File: src/hw/mmc1_pkg.sv
package mmc1_pkg;

    // ~~~~~~~~~~~~~~~~~~~~~~~~~~~~~~~~~~~~~~~~~~~~~~~~~~~~~~~~~~~~~~~~~~~~~~~~~~~~
    // bus widths
    // ~~~~~~~~~~~~~~~~~~~~~~~~~~~~~~~~~~~~~~~~~~~~~~~~~~~~~~~~~~~~~~~~~~~~~~~~~~~~
    typedef logic [15:0] cpu_addr_t;
    typedef logic [7:0]  cpu_data_t;
    typedef logic [13:0] ppu_addr_t;

    typedef logic [4:0]  bank_t;      // serial value, control, chr banks.
    typedef logic [3:0]  prg_bank_t;

    // commit target, picked by cpu_addr[14:13].
    typedef logic [1:0]  reg_sel_t;

    localparam reg_sel_t SEL_CONTROL = 2'd0;
    localparam reg_sel_t SEL_CHR0    = 2'd1;
    localparam reg_sel_t SEL_CHR1    = 2'd2;
    localparam reg_sel_t SEL_PRG     = 2'd3;

    // ~~~~~~~~~~~~~~~~~~~~~~~~~~~~~~~~~~~~~~~~~~~~~~~~~~~~~~~~~~~~~~~~~~~~~~~~~~~~
    // save-state port
    // ~~~~~~~~~~~~~~~~~~~~~~~~~~~~~~~~~~~~~~~~~~~~~~~~~~~~~~~~~~~~~~~~~~~~~~~~~~~~
    typedef logic [2:0]  sst_addr_t;
    typedef logic [7:0]  sst_data_t;

    localparam sst_addr_t SST_SHIFT   = 3'd0;
    localparam sst_addr_t SST_CONTROL = 3'd1;
    localparam sst_addr_t SST_CHR0    = 3'd2;
    localparam sst_addr_t SST_CHR1    = 3'd3;
    localparam sst_addr_t SST_PRG     = 3'd4;

    localparam sst_data_t SST_UNMAPPED = 8'hFF;  // reads of indices 5 to 7.

    // marker bit lands in bit 0 after four shifts.
    localparam bank_t SHIFT_RESET   = 5'b10000;
    localparam bank_t CONTROL_RESET = 5'b01100;  // prg mode 3, fixed last bank.

    localparam prg_bank_t PRG_LAST_BANK = 4'hF;

endpackage

File: src/hw/mmc1_chr_map.sv
module mmc1_chr_map import mmc1_pkg::*; #(
    parameter int ADDR_BITS = 19,
    parameter bit CHR_RAM   = 1'b0
) (
    input  ppu_addr_t            ppu_addr,
    input  logic                 ppu_rd,
    input  logic                 ppu_wr,
    input  bank_t                control,
    input  bank_t                chr_bank_0,
    input  bank_t                chr_bank_1,
    output logic [ADDR_BITS-1:0] chr_addr,
    output logic                 chr_ce,
    output logic                 chr_oe,
    output logic                 chr_we,
    output logic                 ciram_ce,
    output logic                 ciram_a10
);

    bank_t chr_sel;

    always_comb begin
        if (CHR_RAM) begin
            chr_sel = {4'b0000, ppu_addr[12]};   // plain 8 KB of ram.
        end else if (!control[4]) begin
            chr_sel = {chr_bank_0[4:1], ppu_addr[12]};
        end else begin
            chr_sel = ppu_addr[12] ? chr_bank_1 : chr_bank_0;  // two 4 KB halves.
        end
    end

    assign chr_addr = ADDR_BITS'({chr_sel, ppu_addr[11:0]});

    // pattern tables below $2000, nametables above.
    assign ciram_ce = !ppu_addr[13];
    assign chr_ce   = !ppu_addr[13];
    assign chr_oe   = !ppu_rd;
    assign chr_we   = CHR_RAM ? !ppu_wr : 1'b0;

    // ~~~~~~~~~~~~~~~~~~~~~~~~~~~~~~~~~~~~~~~~~~~~~~~~~~~~~~~~~~~~~~~~~~~~~~~~~~~~
    // mirroring
    // ~~~~~~~~~~~~~~~~~~~~~~~~~~~~~~~~~~~~~~~~~~~~~~~~~~~~~~~~~~~~~~~~~~~~~~~~~~~~
    always_comb begin
        case (control[1:0])
            2'd0:    ciram_a10 = 1'b0;          // one screen, lower.
            2'd1:    ciram_a10 = 1'b1;          // one screen, upper.
            2'd2:    ciram_a10 = ppu_addr[10];  // vertical.
            default: ciram_a10 = ppu_addr[11];  // horizontal.
        endcase
    end

endmodule

File: src/hw/mmc1_prg_map.sv
module mmc1_prg_map import mmc1_pkg::*; #(
    parameter int ADDR_BITS = 19
) (
    input  cpu_addr_t            cpu_addr,
    input  logic                 cpu_rw,
    input  bank_t                control,
    input  prg_bank_t            prg_bank,
    input  logic                 prg_hi,
    output logic [ADDR_BITS-1:0] prg_addr,
    output logic                 prg_oe,
    output logic                 prg_we,
    output logic                 wram_ce
);

    prg_bank_t prg_sel;   // 16 KB bank seen at the current address.

    // ~~~~~~~~~~~~~~~~~~~~~~~~~~~~~~~~~~~~~~~~~~~~~~~~~~~~~~~~~~~~~~~~~~~~~~~~~~~~
    // bank select
    // ~~~~~~~~~~~~~~~~~~~~~~~~~~~~~~~~~~~~~~~~~~~~~~~~~~~~~~~~~~~~~~~~~~~~~~~~~~~~
    always_comb begin
        case (control[3:2])
            2'b10: begin
                // $8000 fixed to the first bank.
                prg_sel = cpu_addr[14] ? prg_bank : 4'h0;
            end
            2'b11: begin
                // $C000 fixed to the last bank.
                prg_sel = cpu_addr[14] ? PRG_LAST_BANK : prg_bank;
            end
            default: begin
                prg_sel = {prg_bank[3:1], cpu_addr[14]};  // 32 KB mode.
            end
        endcase
    end

    // ~~~~~~~~~~~~~~~~~~~~~~~~~~~~~~~~~~~~~~~~~~~~~~~~~~~~~~~~~~~~~~~~~~~~~~~~~~~~
    // address and strobes
    // ~~~~~~~~~~~~~~~~~~~~~~~~~~~~~~~~~~~~~~~~~~~~~~~~~~~~~~~~~~~~~~~~~~~~~~~~~~~~
    assign wram_ce = (cpu_addr[15:13] == 3'b011);   // $6000-$7FFF.

    assign prg_addr = wram_ce ? ADDR_BITS'(cpu_addr[12:0])
                              : ADDR_BITS'({prg_hi, prg_sel, cpu_addr[13:0]});

    assign prg_oe = cpu_rw && (cpu_addr[15] || wram_ce);
    assign prg_we = !cpu_rw && wram_ce;   // only wram is writable.

endmodule

File: src/hw/mmc1_reg_bank.sv
module mmc1_reg_bank import mmc1_pkg::*; (
    input  logic      m2,
    input  logic      arst_n,
    input  logic      commit,
    input  reg_sel_t  commit_sel,
    input  bank_t     commit_data,
    input  logic      ctl_force,
    input  bank_t     shift_q,
    input  logic      sst_enable,
    input  logic      sst_we,
    input  sst_addr_t sst_addr,
    input  sst_data_t sst_data_in,
    output bank_t     control,
    output bank_t     chr_bank_0,
    output bank_t     chr_bank_1,
    output prg_bank_t prg_bank,
    output sst_data_t sst_data_out
);

    logic sst_wr;

    assign sst_wr = sst_enable && sst_we;

    // ~~~~~~~~~~~~~~~~~~~~~~~~~~~~~~~~~~~~~~~~~~~~~~~~~~~~~~~~~~~~~~~~~~~~~~~~~~~~
    // bank registers
    // ~~~~~~~~~~~~~~~~~~~~~~~~~~~~~~~~~~~~~~~~~~~~~~~~~~~~~~~~~~~~~~~~~~~~~~~~~~~~
    always_ff @(negedge m2 or negedge arst_n) begin
        if (!arst_n) begin
            control    <= CONTROL_RESET;
            chr_bank_0 <= '0;
            chr_bank_1 <= '0;
            prg_bank   <= '0;
        end else if (sst_wr) begin
            case (sst_addr)
                SST_CONTROL: control    <= sst_data_in[4:0];
                SST_CHR0:    chr_bank_0 <= sst_data_in[4:0];
                SST_CHR1:    chr_bank_1 <= sst_data_in[4:0];
                SST_PRG:     prg_bank   <= sst_data_in[3:0];
                default: ;   // shift lives in the serial loader.
            endcase
        end else if (ctl_force) begin
            control <= control | CONTROL_RESET;  // back to prg mode 3.
        end else if (commit) begin
            case (commit_sel)
                SEL_CONTROL: control    <= commit_data;
                SEL_CHR0:    chr_bank_0 <= commit_data;
                SEL_CHR1:    chr_bank_1 <= commit_data;
                SEL_PRG:     prg_bank   <= commit_data[3:0];
                default: ;
            endcase
        end
    end

    // ~~~~~~~~~~~~~~~~~~~~~~~~~~~~~~~~~~~~~~~~~~~~~~~~~~~~~~~~~~~~~~~~~~~~~~~~~~~~
    // save-state readback
    // ~~~~~~~~~~~~~~~~~~~~~~~~~~~~~~~~~~~~~~~~~~~~~~~~~~~~~~~~~~~~~~~~~~~~~~~~~~~~
    always_comb begin
        case (sst_addr)
            SST_SHIFT:   sst_data_out = {3'b000, shift_q};
            SST_CONTROL: sst_data_out = {3'b000, control};
            SST_CHR0:    sst_data_out = {3'b000, chr_bank_0};
            SST_CHR1:    sst_data_out = {3'b000, chr_bank_1};
            SST_PRG:     sst_data_out = {4'b0000, prg_bank};
            default:     sst_data_out = SST_UNMAPPED;
        endcase
    end

endmodule

File: src/hw/mmc1_serial_ctrl.sv
module mmc1_serial_ctrl import mmc1_pkg::*; (
    input  logic      m2,
    input  logic      arst_n,
    input  cpu_addr_t cpu_addr,
    input  cpu_data_t cpu_data_in,
    input  logic      cpu_rw,
    input  logic      sst_enable,
    input  logic      sst_we,
    input  sst_addr_t sst_addr,
    input  sst_data_t sst_data_in,
    output logic      commit,
    output reg_sel_t  commit_sel,
    output bank_t     commit_data,
    output logic      ctl_force,
    output bank_t     shift_q
);

    logic  cpu_wr;
    logic  sst_shift_wr;
    bank_t shift_next;

    // ~~~~~~~~~~~~~~~~~~~~~~~~~~~~~~~~~~~~~~~~~~~~~~~~~~~~~~~~~~~~~~~~~~~~~~~~~~~~
    // write decode
    // ~~~~~~~~~~~~~~~~~~~~~~~~~~~~~~~~~~~~~~~~~~~~~~~~~~~~~~~~~~~~~~~~~~~~~~~~~~~~

    // save-state access blocks the cpu path entirely.
    assign cpu_wr       = cpu_addr[15] && !cpu_rw && !sst_enable;
    assign sst_shift_wr = sst_enable && sst_we && (sst_addr == SST_SHIFT);

    // lsb first, new bit enters at the top.
    assign shift_next = {cpu_data_in[0], shift_q[4:1]};

    assign ctl_force   = cpu_wr && cpu_data_in[7];
    assign commit      = cpu_wr && !cpu_data_in[7] && shift_q[0];  // fifth write.
    assign commit_sel  = cpu_addr[14:13];
    assign commit_data = shift_next;

    // ~~~~~~~~~~~~~~~~~~~~~~~~~~~~~~~~~~~~~~~~~~~~~~~~~~~~~~~~~~~~~~~~~~~~~~~~~~~~
    // shift register
    // ~~~~~~~~~~~~~~~~~~~~~~~~~~~~~~~~~~~~~~~~~~~~~~~~~~~~~~~~~~~~~~~~~~~~~~~~~~~~
    always_ff @(negedge m2 or negedge arst_n) begin
        if (!arst_n) begin
            shift_q <= SHIFT_RESET;
        end else if (sst_shift_wr) begin
            shift_q <= sst_data_in[4:0];
        end else if (ctl_force || commit) begin
            shift_q <= SHIFT_RESET;   // restart the count.
        end else if (cpu_wr) begin
            shift_q <= shift_next;
        end
    end

endmodule

File: src/hw/mmc1_top.sv
module mmc1_top import mmc1_pkg::*; #(
    parameter bit CHR_RAM   = 1'b0,
    parameter int ADDR_BITS = 19
) (
    input  logic                 m2,
    input  logic                 arst_n,
    input  cpu_addr_t            cpu_addr,
    input  cpu_data_t            cpu_data_in,
    input  logic                 cpu_rw,
    input  ppu_addr_t            ppu_addr,
    input  logic                 ppu_rd,
    input  logic                 ppu_wr,
    input  logic                 sst_enable,
    input  logic                 sst_we,
    input  sst_addr_t            sst_addr,
    input  sst_data_t            sst_data_in,
    output logic [ADDR_BITS-1:0] prg_addr,
    output logic                 prg_oe,
    output logic                 prg_we,
    output logic                 wram_ce,
    output logic [ADDR_BITS-1:0] chr_addr,
    output logic                 chr_ce,
    output logic                 chr_oe,
    output logic                 chr_we,
    output logic                 ciram_ce,
    output logic                 ciram_a10,
    output sst_data_t            sst_data_out
);

    logic      commit;
    reg_sel_t  commit_sel;
    bank_t     commit_data;
    logic      ctl_force;
    bank_t     shift_q;
    bank_t     control;
    bank_t     chr_bank_0;
    bank_t     chr_bank_1;
    prg_bank_t prg_bank;

    mmc1_serial_ctrl u_serial_ctrl (
        .m2, .arst_n, .cpu_addr, .cpu_data_in, .cpu_rw,
        .sst_enable, .sst_we, .sst_addr, .sst_data_in,
        .commit, .commit_sel, .commit_data, .ctl_force, .shift_q
    );

    mmc1_reg_bank u_reg_bank (
        .m2, .arst_n, .commit, .commit_sel, .commit_data, .ctl_force, .shift_q,
        .sst_enable, .sst_we, .sst_addr, .sst_data_in,
        .control, .chr_bank_0, .chr_bank_1, .prg_bank, .sst_data_out
    );

    // chr_bank_0[4] doubles as the 256 KB prg select.
    mmc1_prg_map #(.ADDR_BITS(ADDR_BITS)) u_prg_map (
        .cpu_addr, .cpu_rw, .control, .prg_bank, .prg_hi(chr_bank_0[4]),
        .prg_addr, .prg_oe, .prg_we, .wram_ce
    );

    mmc1_chr_map #(.ADDR_BITS(ADDR_BITS), .CHR_RAM(CHR_RAM)) u_chr_map (
        .ppu_addr, .ppu_rd, .ppu_wr, .control, .chr_bank_0, .chr_bank_1,
        .chr_addr, .chr_ce, .chr_oe, .chr_we, .ciram_ce, .ciram_a10
    );

endmodule

File: config.mk
export PLATFORM = sky130hd
export DESIGN_NAME = mmc1_top
export DESIGN_NICKNAME = d
export VERILOG_FILES = /design/src/hw/mmc1_pkg.sv /design/src/hw/mmc1_chr_map.sv /design/src/hw/mmc1_prg_map.sv /design/src/hw/mmc1_reg_bank.sv /design/src/hw/mmc1_serial_ctrl.sv /design/src/hw/mmc1_top.sv
export SDC_FILE = /design/constraint.sdc
export NUM_CORES = 1
export LEC_CHECK = 0
export BUFFER_PORTS_ARGS = -buffer_cell sky130_fd_sc_hd__buf_2
export CORE_MARGIN = 5
export CORE_UTILIZATION = 39
export DETAILED_ROUTE_END_ITERATION = 8
export PLACE_DENSITY = 0.77
export SETUP_SLACK_MARGIN = 0.4
export SLEW_MARGIN = 10
export SYNTH_ARGS = -nofsm -noshare
export SYNTH_HDL_FRONTEND = slang
export SYNTH_SLANG_ARGS = --single-unit
File: constraint.sdc
create_clock -name m2 -period 1.55 [get_ports m2]
set_clock_uncertainty 0.1 [all_clocks]
set_input_delay 0.31 -clock m2 [delete_from_list [all_inputs] [get_ports m2]]
set_output_delay 0.31 -clock m2 [all_outputs]
set_load 0.03 [all_outputs]
# == After elaboration in Yosys (flattened, before gate mapping) ==
# Index checks and enable logic that the tools add are counted.
# Widths: inputs -> output; s select.
# word_totals
wordCells,86
in_bits,56
register_bits,24
# classes
n_reduce_logical,32
mux,31
n_eq_ne,17
# op_table
operator,count
$mux 5,20
$pmux 8 s5,1
$mux 4,7
$mux 19,1
$reduce_and 4->1,4
$eq 2x2->1 const B,5
$reduce_bool 2->1,5
$eq 3x2->1 const B,3
$logic_and 1x1->1,9
$reduce_bool 3->1,3
$ne 2x2->1 const B,4
$pmux 4 s2,1
$logic_not 1->1,5
$eq 2x1->1 const B,2
$logic_not 2->1,2
$eq 3x1->1 const B,1
$eq 3x3->1 const B,1
$logic_not 3->1,1
$pmux 1 s3,1
$reduce_and 3->1,1
$logic_or 1x1->1,2
$ne 2x1->1 const B,1

# == Logic depth before layout (Yosys ltp) ==
# Gate-level depths: netlist (run 1).
# logic_depth
word_depth,8
mapped_depth,6
ltp_nobuf,4

# == By module ==
# From an unflattened synthesis (run 1), not the netlist that was laid out.
# unflattened
cells_unflattened,226
hier_area_um2,2149.6
# modules_own_cells
mod,seq_area_each_um2,area_each_um2,instances,cells_per_inst
mmc1_reg_bank,478.0,1262.5,1,125
mmc1_serial_ctrl,126.4,404.1,1,34
mmc1_prg_map,0.0,255.2,1,37
mmc1_chr_map,0.0,227.7,1,30

==> results of run 1 <==
==> placed cells by master (no fill, tap or decap), drive strengths merged, types with 2 or more instances in the layout <==
master	Yosys	final
o22a	2	2
nand4	3	3
clkbuf	5	4
nand4b	2	2
nor2b	6	6
a31oi	5	5
nand2	11	11
inv	23	25
dfrtn	21	21
a22o	3	3
nand2b	2	2
buf	33	117
and2	4	4
nand3	2	2
o211ai	2	2
nor2	16	16
mux2	2	2
conb	1	3
nand3b	3	3
mux2i	3	3
a21oi	34	34
o21ai	16	16
o22ai	20	20
dfstp	3	3
==> power breakdown <==
group | internal [mW] | switching (mW) | leakage, nW
Sequential | 0.794 | 0.128 | 0.263
Clock | 0.195 | 0.244 | 0.0387
Combinational | 0.917 | 1.01 | 1.17
==> layout make-up <==
class	instances	area, um^2
Clock buffer	4	45.0
Tap cell	52	65.1
Fill cell	263	1210
Sequential cell	24	604
Inverter	22	92.6
Clock inverter	3	11.3
Multi-Input combinational cell	148	1340
Timing Repair Buffer	117	1050
==> what timing repair did <==
| item | CTS | global route |
|---|---|---|
| resized for setup | 115 | 32 |
| endpoints found under the setup margin | 47 | 47 |
| pin swaps | 27 | 21 |
| cloned | 1 | 0 |
| setup buffers | 7 | 8 |
==> state kept, by name (all words and copies together), names as in the netlist <==
| name | count |
|---|---|
| u_reg_bank.chr_bank_0 | 5 |
| u_reg_bank.chr_bank_1 | 5 |
| u_reg_bank.control | 5 |
| u_reg_bank.prg_bank | 4 |
| u_serial_ctrl.shift_q | 5 |
==> worst paths after layout <==
path | endpoint | slack (ns) | cells past startpoint | from
worst max-delay path | prg_addr[15] | -1.12 | 3 | u_reg_bank.control[3]$_DFFE_NN1P_
worst min-delay path | u_serial_ctrl.shift_q[1]$_DFFE_NN0P_ | 0.44 | 1 | arst_n
worst max register to register | u_reg_bank.prg_bank[2]$_DFFE_NN0P_ | -0.23 | 8 | u_serial_ctrl.shift_q[0]$_DFFE_NN0P_
worst min register to register | u_reg_bank.control[3]$_DFFE_NN1P_ | 0.53 | 2 | u_reg_bank.control[3]$_DFFE_NN1P_
max in group asynchronous | u_reg_bank.chr_bank_0[3]$_DFFE_NN0P_ | 0.46 | 2 | arst_n
min in group m2 | chr_addr[0] | 0.52 | 0 | ppu_addr[0]
==> synthesized netlist by cell type, drive strengths merged <==
library cell,n,area (um^2)
o22a,2,17.5
a22oi,1,7.51
and3b,1,8.76
a21oi,34,170
o22ai,20,125
nor3b,1,18.8
dfstp,3,78.8
nor2b,6,37.5
conb,1,3.75
clkbuf,5,18.8
and2,4,27.5
nand2,11,41.3
a21boi,1,7.51
mux2,2,22.5
nor3,1,5.00
a211oi,1,7.51
nand3b,3,22.5
a221o,1,10.0
dfrtn,21,526
a22o,3,26.3
inv,23,86.3
buf,33,243
and3,1,6.26
a31oi,5,31.3
nor2,16,60.1
nand2b,2,12.5
nand3,2,10.0
o211ai,2,15.0
nand4,3,18.8
o21ai,16,80.1
a21o,1,7.51
nand4b,2,17.5
mux2i,3,30.0
==> routing by layer <==
layer / GRT usage, % / vias up
met5: 0 / -
met3: 3.47 / 63
met1: 28.4 / 1056
li1: - / 958
met4: 12.8 / 0
met2: 39.0 / 174
==> stage by stage <==
stage / setup slack [ns] / instances / hold slack, ns / TNS, ns / cell area, um^2
after global routing: -1.18 / 370 / 0.444 / -28.47 / 3210
final: -1.12 / 370 / 0.438 / -27.05 / 3210
after floorplan: -0.683 / 233 / 0.363 / -21.20 / 2070
after CTS: -1.12 / 362 / 0.441 / -24.41 / 3010
after global placement: -0.780 / 348 / 0.455 / -27.54 / 2460
after detailed placement: -0.833 / 348 / 0.473 / -28.16 / 2460
==> cells by family after synthesis <==
kind of cell / count (synthesis) / share of synthesized area, %
mux: 5 / 2.92
buf+inv: 61 / 19.3
simple gates: 53 / 15.9
compound gates: 87 / 28.1
flops: 24 / 33.6
other cells: 1 / 0.208
==> flow_metrics.env, run 1 <==
export IMPL_status="finished, violations left"
export IMPL_violations="setup timing"
export IMPL_netlist_area_mm2=0.00180
export IMPL_critPathRequiredTime_ns=1.14
export IMPL_slew_violations=0
export IMPL_cts_buffer_depth=2
export IMPL_syn_area_per_cell_um2=7.79
export IMPL_clock_latency_ns=0.34
export IMPL_nNetsFinal=375
export IMPL_antennaDiodeCount=0
export IMPL_grt_pass1_wl_um=11400
export IMPL_synth_cells=231
export IMPL_drc=0
export IMPL_port_buffers=50
export IMPL_tritoncts="yes"
export IMPL_path_cells="o21ai_1 > a22o_2 > buf_4"
export IMPL_slew_headroom_pct=59.6
export IMPL_cts_sinks=24
export IMPL_ios=110
export IMPL_finalHoldViolations=0
export IMPL_grt_pass1_vias=2201
export IMPL_path_clk_slew_ns=0.06
export IMPL_path_class="register to output pin"
export IMPL_worst_pin_slew_ns=0.605
export IMPL_core_mm2=0.00441
export IMPL_ir_drop_uv=467
export IMPL_cts_buffers_inserted=3
export IMPL_synth_seq_cells=24
export IMPL_crit_path_max_fanout=5
export IMPL_m1WireLength_um=2780
export IMPL_cp_end_kind="output pin"
export IMPL_area_growth_pct=78.0
export IMPL_hold_buffers=0
export IMPL_worst_setup_path_start_kind="register"
export IMPL_synth_warnings=0
export IMPL_synth_seq_area_share_pct=33.6
export IMPL_dp_hpwl_um=4440
export IMPL_cap_violations=0
export IMPL_dieArea_mm2=0.00608
export IMPL_synth_cell_type_count=35
export IMPL_hold_path_class="input port to asynchronous set/reset pin"
export IMPL_ctsHtreeMaxLevel=1
export IMPL_crit_slowest_cell="dfstp_2"
export IMPL_p_leak_nw=1.47
export IMPL_p_per_area_mw_per_mm2=1020
export IMPL_drive_gt1_share_pct=63.5
export IMPL_clockRootBuffer="clkbuf_8"
export IMPL_ant_nets=0
export IMPL_total_power_mw=3.28
export IMPL_grt_overflow_total=0
export IMPL_path_buf_inv=1
export IMPL_dr_wl_met2_um=3610
export IMPL_dieHeight_um=77.9
export IMPL_routed_top_layer="met4"
export IMPL_rsz0062_at_grt="true"
export IMPL_wirelength_um=7690
export IMPL_initial_core_util_pct=40.8
export IMPL_finalCoreUtilization_pct=72.6
export IMPL_setup_viol_count_final=40
export IMPL_die_x_um=77.9
export IMPL_grt_util_all_layers_pct=23.3
export IMPL_crit_arrival_ns=2.26
export IMPL_grt_max_degree=15
export IMPL_slowest_delay_ns=0.57
export IMPL_dr_wl_met3_um=683
export IMPL_via_count=2251
export IMPL_dr_pass1_iters=5
export IMPL_setup_ws_ns=-1.12
export IMPL_routabilityCongestion=0.935
export IMPL_viasPerCell=6.08
export IMPL_wl_per_cell_um=20.8
export IMPL_critPathTopFamily="flip-flops"
export IMPL_drtIter0Drc=266
export IMPL_antenna_found_initial=0
export IMPL_rows=24
(Power assumes the default switching activity.)
==> run 2: changes to the inputs <==
--- a/config.mk
+++ b/config.mk
@@ -7,9 +7,9 @@
 export LEC_CHECK = 0
 export BUFFER_PORTS_ARGS = -buffer_cell sky130_fd_sc_hd__buf_2
 export CORE_MARGIN = 5
-export CORE_UTILIZATION = 39
+export CORE_UTILIZATION = 43
 export DETAILED_ROUTE_END_ITERATION = 8
-export PLACE_DENSITY = 0.77
+export PLACE_DENSITY = 0.8
 export SETUP_SLACK_MARGIN = 0.4
 export SLEW_MARGIN = 10
 export SYNTH_ARGS = -nofsm -noshare
==> constraint.sdc (replaced) <==
create_clock -name m2 -period 2.55 [get_ports m2]
set_clock_uncertainty 0.1 [all_clocks]
set_input_delay 0.51 -clock m2 [delete_from_list [all_inputs] [get_ports m2]]
set_output_delay 0.51 -clock m2 [all_outputs]
set_load 0.03 [all_outputs]
==> flow_metrics.env, run 2 (synthesis results as in run 1) <==
export IMPL_status="finished, violations left"
export IMPL_violations="setup timing"
export IMPL_crit_slowest_cell="dfstp_2"
export IMPL_dp_hpwl_um=4640
export IMPL_finalCoreUtilization_pct=79.8
export IMPL_p_leak_nw=1.48
export IMPL_nNetsFinal=383
export IMPL_path_buf_inv=2
export IMPL_grt_pass1_wl_um=11200
export IMPL_ios=110
export IMPL_dieArea_mm2=0.00558
export IMPL_dp_slack_ns=-0.536
export IMPL_dieHeight_um=74.7
export IMPL_slowest_delay_ns=0.60
export IMPL_cts_sinks=24
export IMPL_setup_tns_final_ns=-16.64
export IMPL_grt_overflow_total=0
export IMPL_p_per_area_mw_per_mm2=668
export IMPL_core_mm2=0.00403
export IMPL_setup_viol_count_final=40
export IMPL_rows=23
export IMPL_critPathTopFamily="flip-flops"
export IMPL_crit_arrival_ns=2.81
export IMPL_path_clk_slew_ns=0.07
export IMPL_finalHoldViolations=0
export IMPL_grt_max_degree=15
export IMPL_hold_buffers=0
export IMPL_worst_pin_slew_ns=0.621
export IMPL_crit_path_max_fanout=6
export IMPL_antenna_found_initial=0
export IMPL_antennaDiodeCount=0
export IMPL_wl_per_cell_um=23.5
export IMPL_whs_ns=0.545
export IMPL_hold_path_class="register to register"
export IMPL_drive_gt1_share_pct=65.6
export IMPL_clockRootBuffer="clkbuf_8"
export IMPL_critPathRequiredTime_ns=1.94
export IMPL_slew_violations=0
export IMPL_area_growth_pct=78.7
export IMPL_worst_setup_path_start_kind="register"
export IMPL_path_class="register to output pin"
export IMPL_final_common_cell="buf_4"
export IMPL_grt_pass1_vias=2292
export IMPL_initial_core_util_pct=44.7
export IMPL_port_buffers=50
export IMPL_ir_drop_uv=730
export IMPL_reg2reg_depth=7
export IMPL_drc=0
export IMPL_cp_end_kind="output pin"
export IMPL_rsz0062_at_grt="true"
export IMPL_wirelength_um=8850
export IMPL_via_count=2430
export IMPL_path_cells="buf_4 > mux2i_1 > a21oi_4 > buf_6"
export IMPL_setup_ws_ns=-0.873
export IMPL_min_path_cells=3
export IMPL_cap_violations=0
export IMPL_dr_pass1_iters=5
export IMPL_drtIter0Drc=310
export IMPL_slew_headroom_pct=58.5
export IMPL_cts_buffer_depth=2
export IMPL_crit_cells=4
export IMPL_viasPerCell=6.46
export IMPL_clock_latency_ns=0.35
export IMPL_tritoncts="yes"
export IMPL_ant_nets=0
export IMPL_cts_buffers_inserted=3
export IMPL_grt_util_all_layers_pct=26.4
export IMPL_layout_common_cells="buf_4, buf_6, buf_2, inv_1, dfrtn_1"
export IMPL_routabilityCongestion=0.949
export IMPL_die_x_um=74.7
export IMPL_n_fill_cell=215
export IMPL_ctsHtreeMaxLevel=1
[run 2: cell count changes in the layout (fill, tap and decap cells not counted), moves of 4 or more]
cell and change:
a21oi_1 -5, a21oi_2 +7, buf_2 +10, buf_4 +10, buf_6 -8, inv_4 -4, o22ai_1 -5, o22ai_4 +7
[run 2: final cells by class]
cell class                 instances  area [um^2]  area share (%)
multi-input combinational        148         1360            42.4
timing repair buffer             125         1020            31.6
sequential                        24          604            18.8
inverter                          22         87.6            2.72
tap                               50         62.6            1.94
clock buffer                       3         41.3            1.28
clock inverter                     4         41.3            1.28
[run 2: worst register-to-register path, stage by stage (launching register included)]
cell     delay [ns]
dfrtn_1        0.44
buf_4          0.12
buf_4          0.10
buf_4          0.12
nor2b_1        0.23
nand4_1        0.32
o22ai_2        0.22
a21oi_1        0.09
[run 2: power breakdown]
group / switching, mW / total, mW / internal (mW)
clock network: 0.166 / 0.383 / 0.217
registers: 0.0748 / 0.558 / 0.483
logic: 0.653 / 1.21 / 0.557
[run 2: stage by stage]
step	instance area [um^2]	power [mW]	std cells
finish	3220	2.15	376
global route	3220	2.22	376
CTS	2860	1.95	357
detailed placement	2350	1.39	341
global placement	2350	1.37	341
floorplan	1980	1.12	233
[run 2: worst paths after layout]
check | slack (ns) | startpoint | end
worst max-delay path | -0.87 | u_reg_bank.control[3]$_DFFE_NN1P_ | sst_data_out[3]
worst min-delay path | 0.55 | u_reg_bank.chr_bank_1[2]$_DFFE_NN0P_ | u_reg_bank.chr_bank_1[2]$_DFFE_NN0P_
worst max register to register | 0.65 | u_serial_ctrl.shift_q[0]$_DFFE_NN0P_ | u_reg_bank.prg_bank[2]$_DFFE_NN0P_
worst min register to register | 0.55 | u_reg_bank.chr_bank_1[2]$_DFFE_NN0P_ | u_reg_bank.chr_bank_1[2]$_DFFE_NN0P_
max in group asynchronous | 0.71 | arst_n | u_reg_bank.control[0]$_DFFE_NN0P_
min in group asynchronous | 1.17 | arst_n | u_reg_bank.chr_bank_0[4]$_DFFE_NN0P_
[run 2: what timing repair did]
item	CTS	global route
gates resized for setup	88	48
pin swaps	28	24
setup buffers	10	19
setup endpoints to repair	40	40
cloned	0	0
[run 2: metal layers]
layer	vias to the layer above	global-route usage (%)	routed length, um
met3	65	5.74	1040
met1	1171	31.5	3140
met4	0	14.0	612
met5	-	0	0
li1	971	-	-
met2	223	44.5	4060
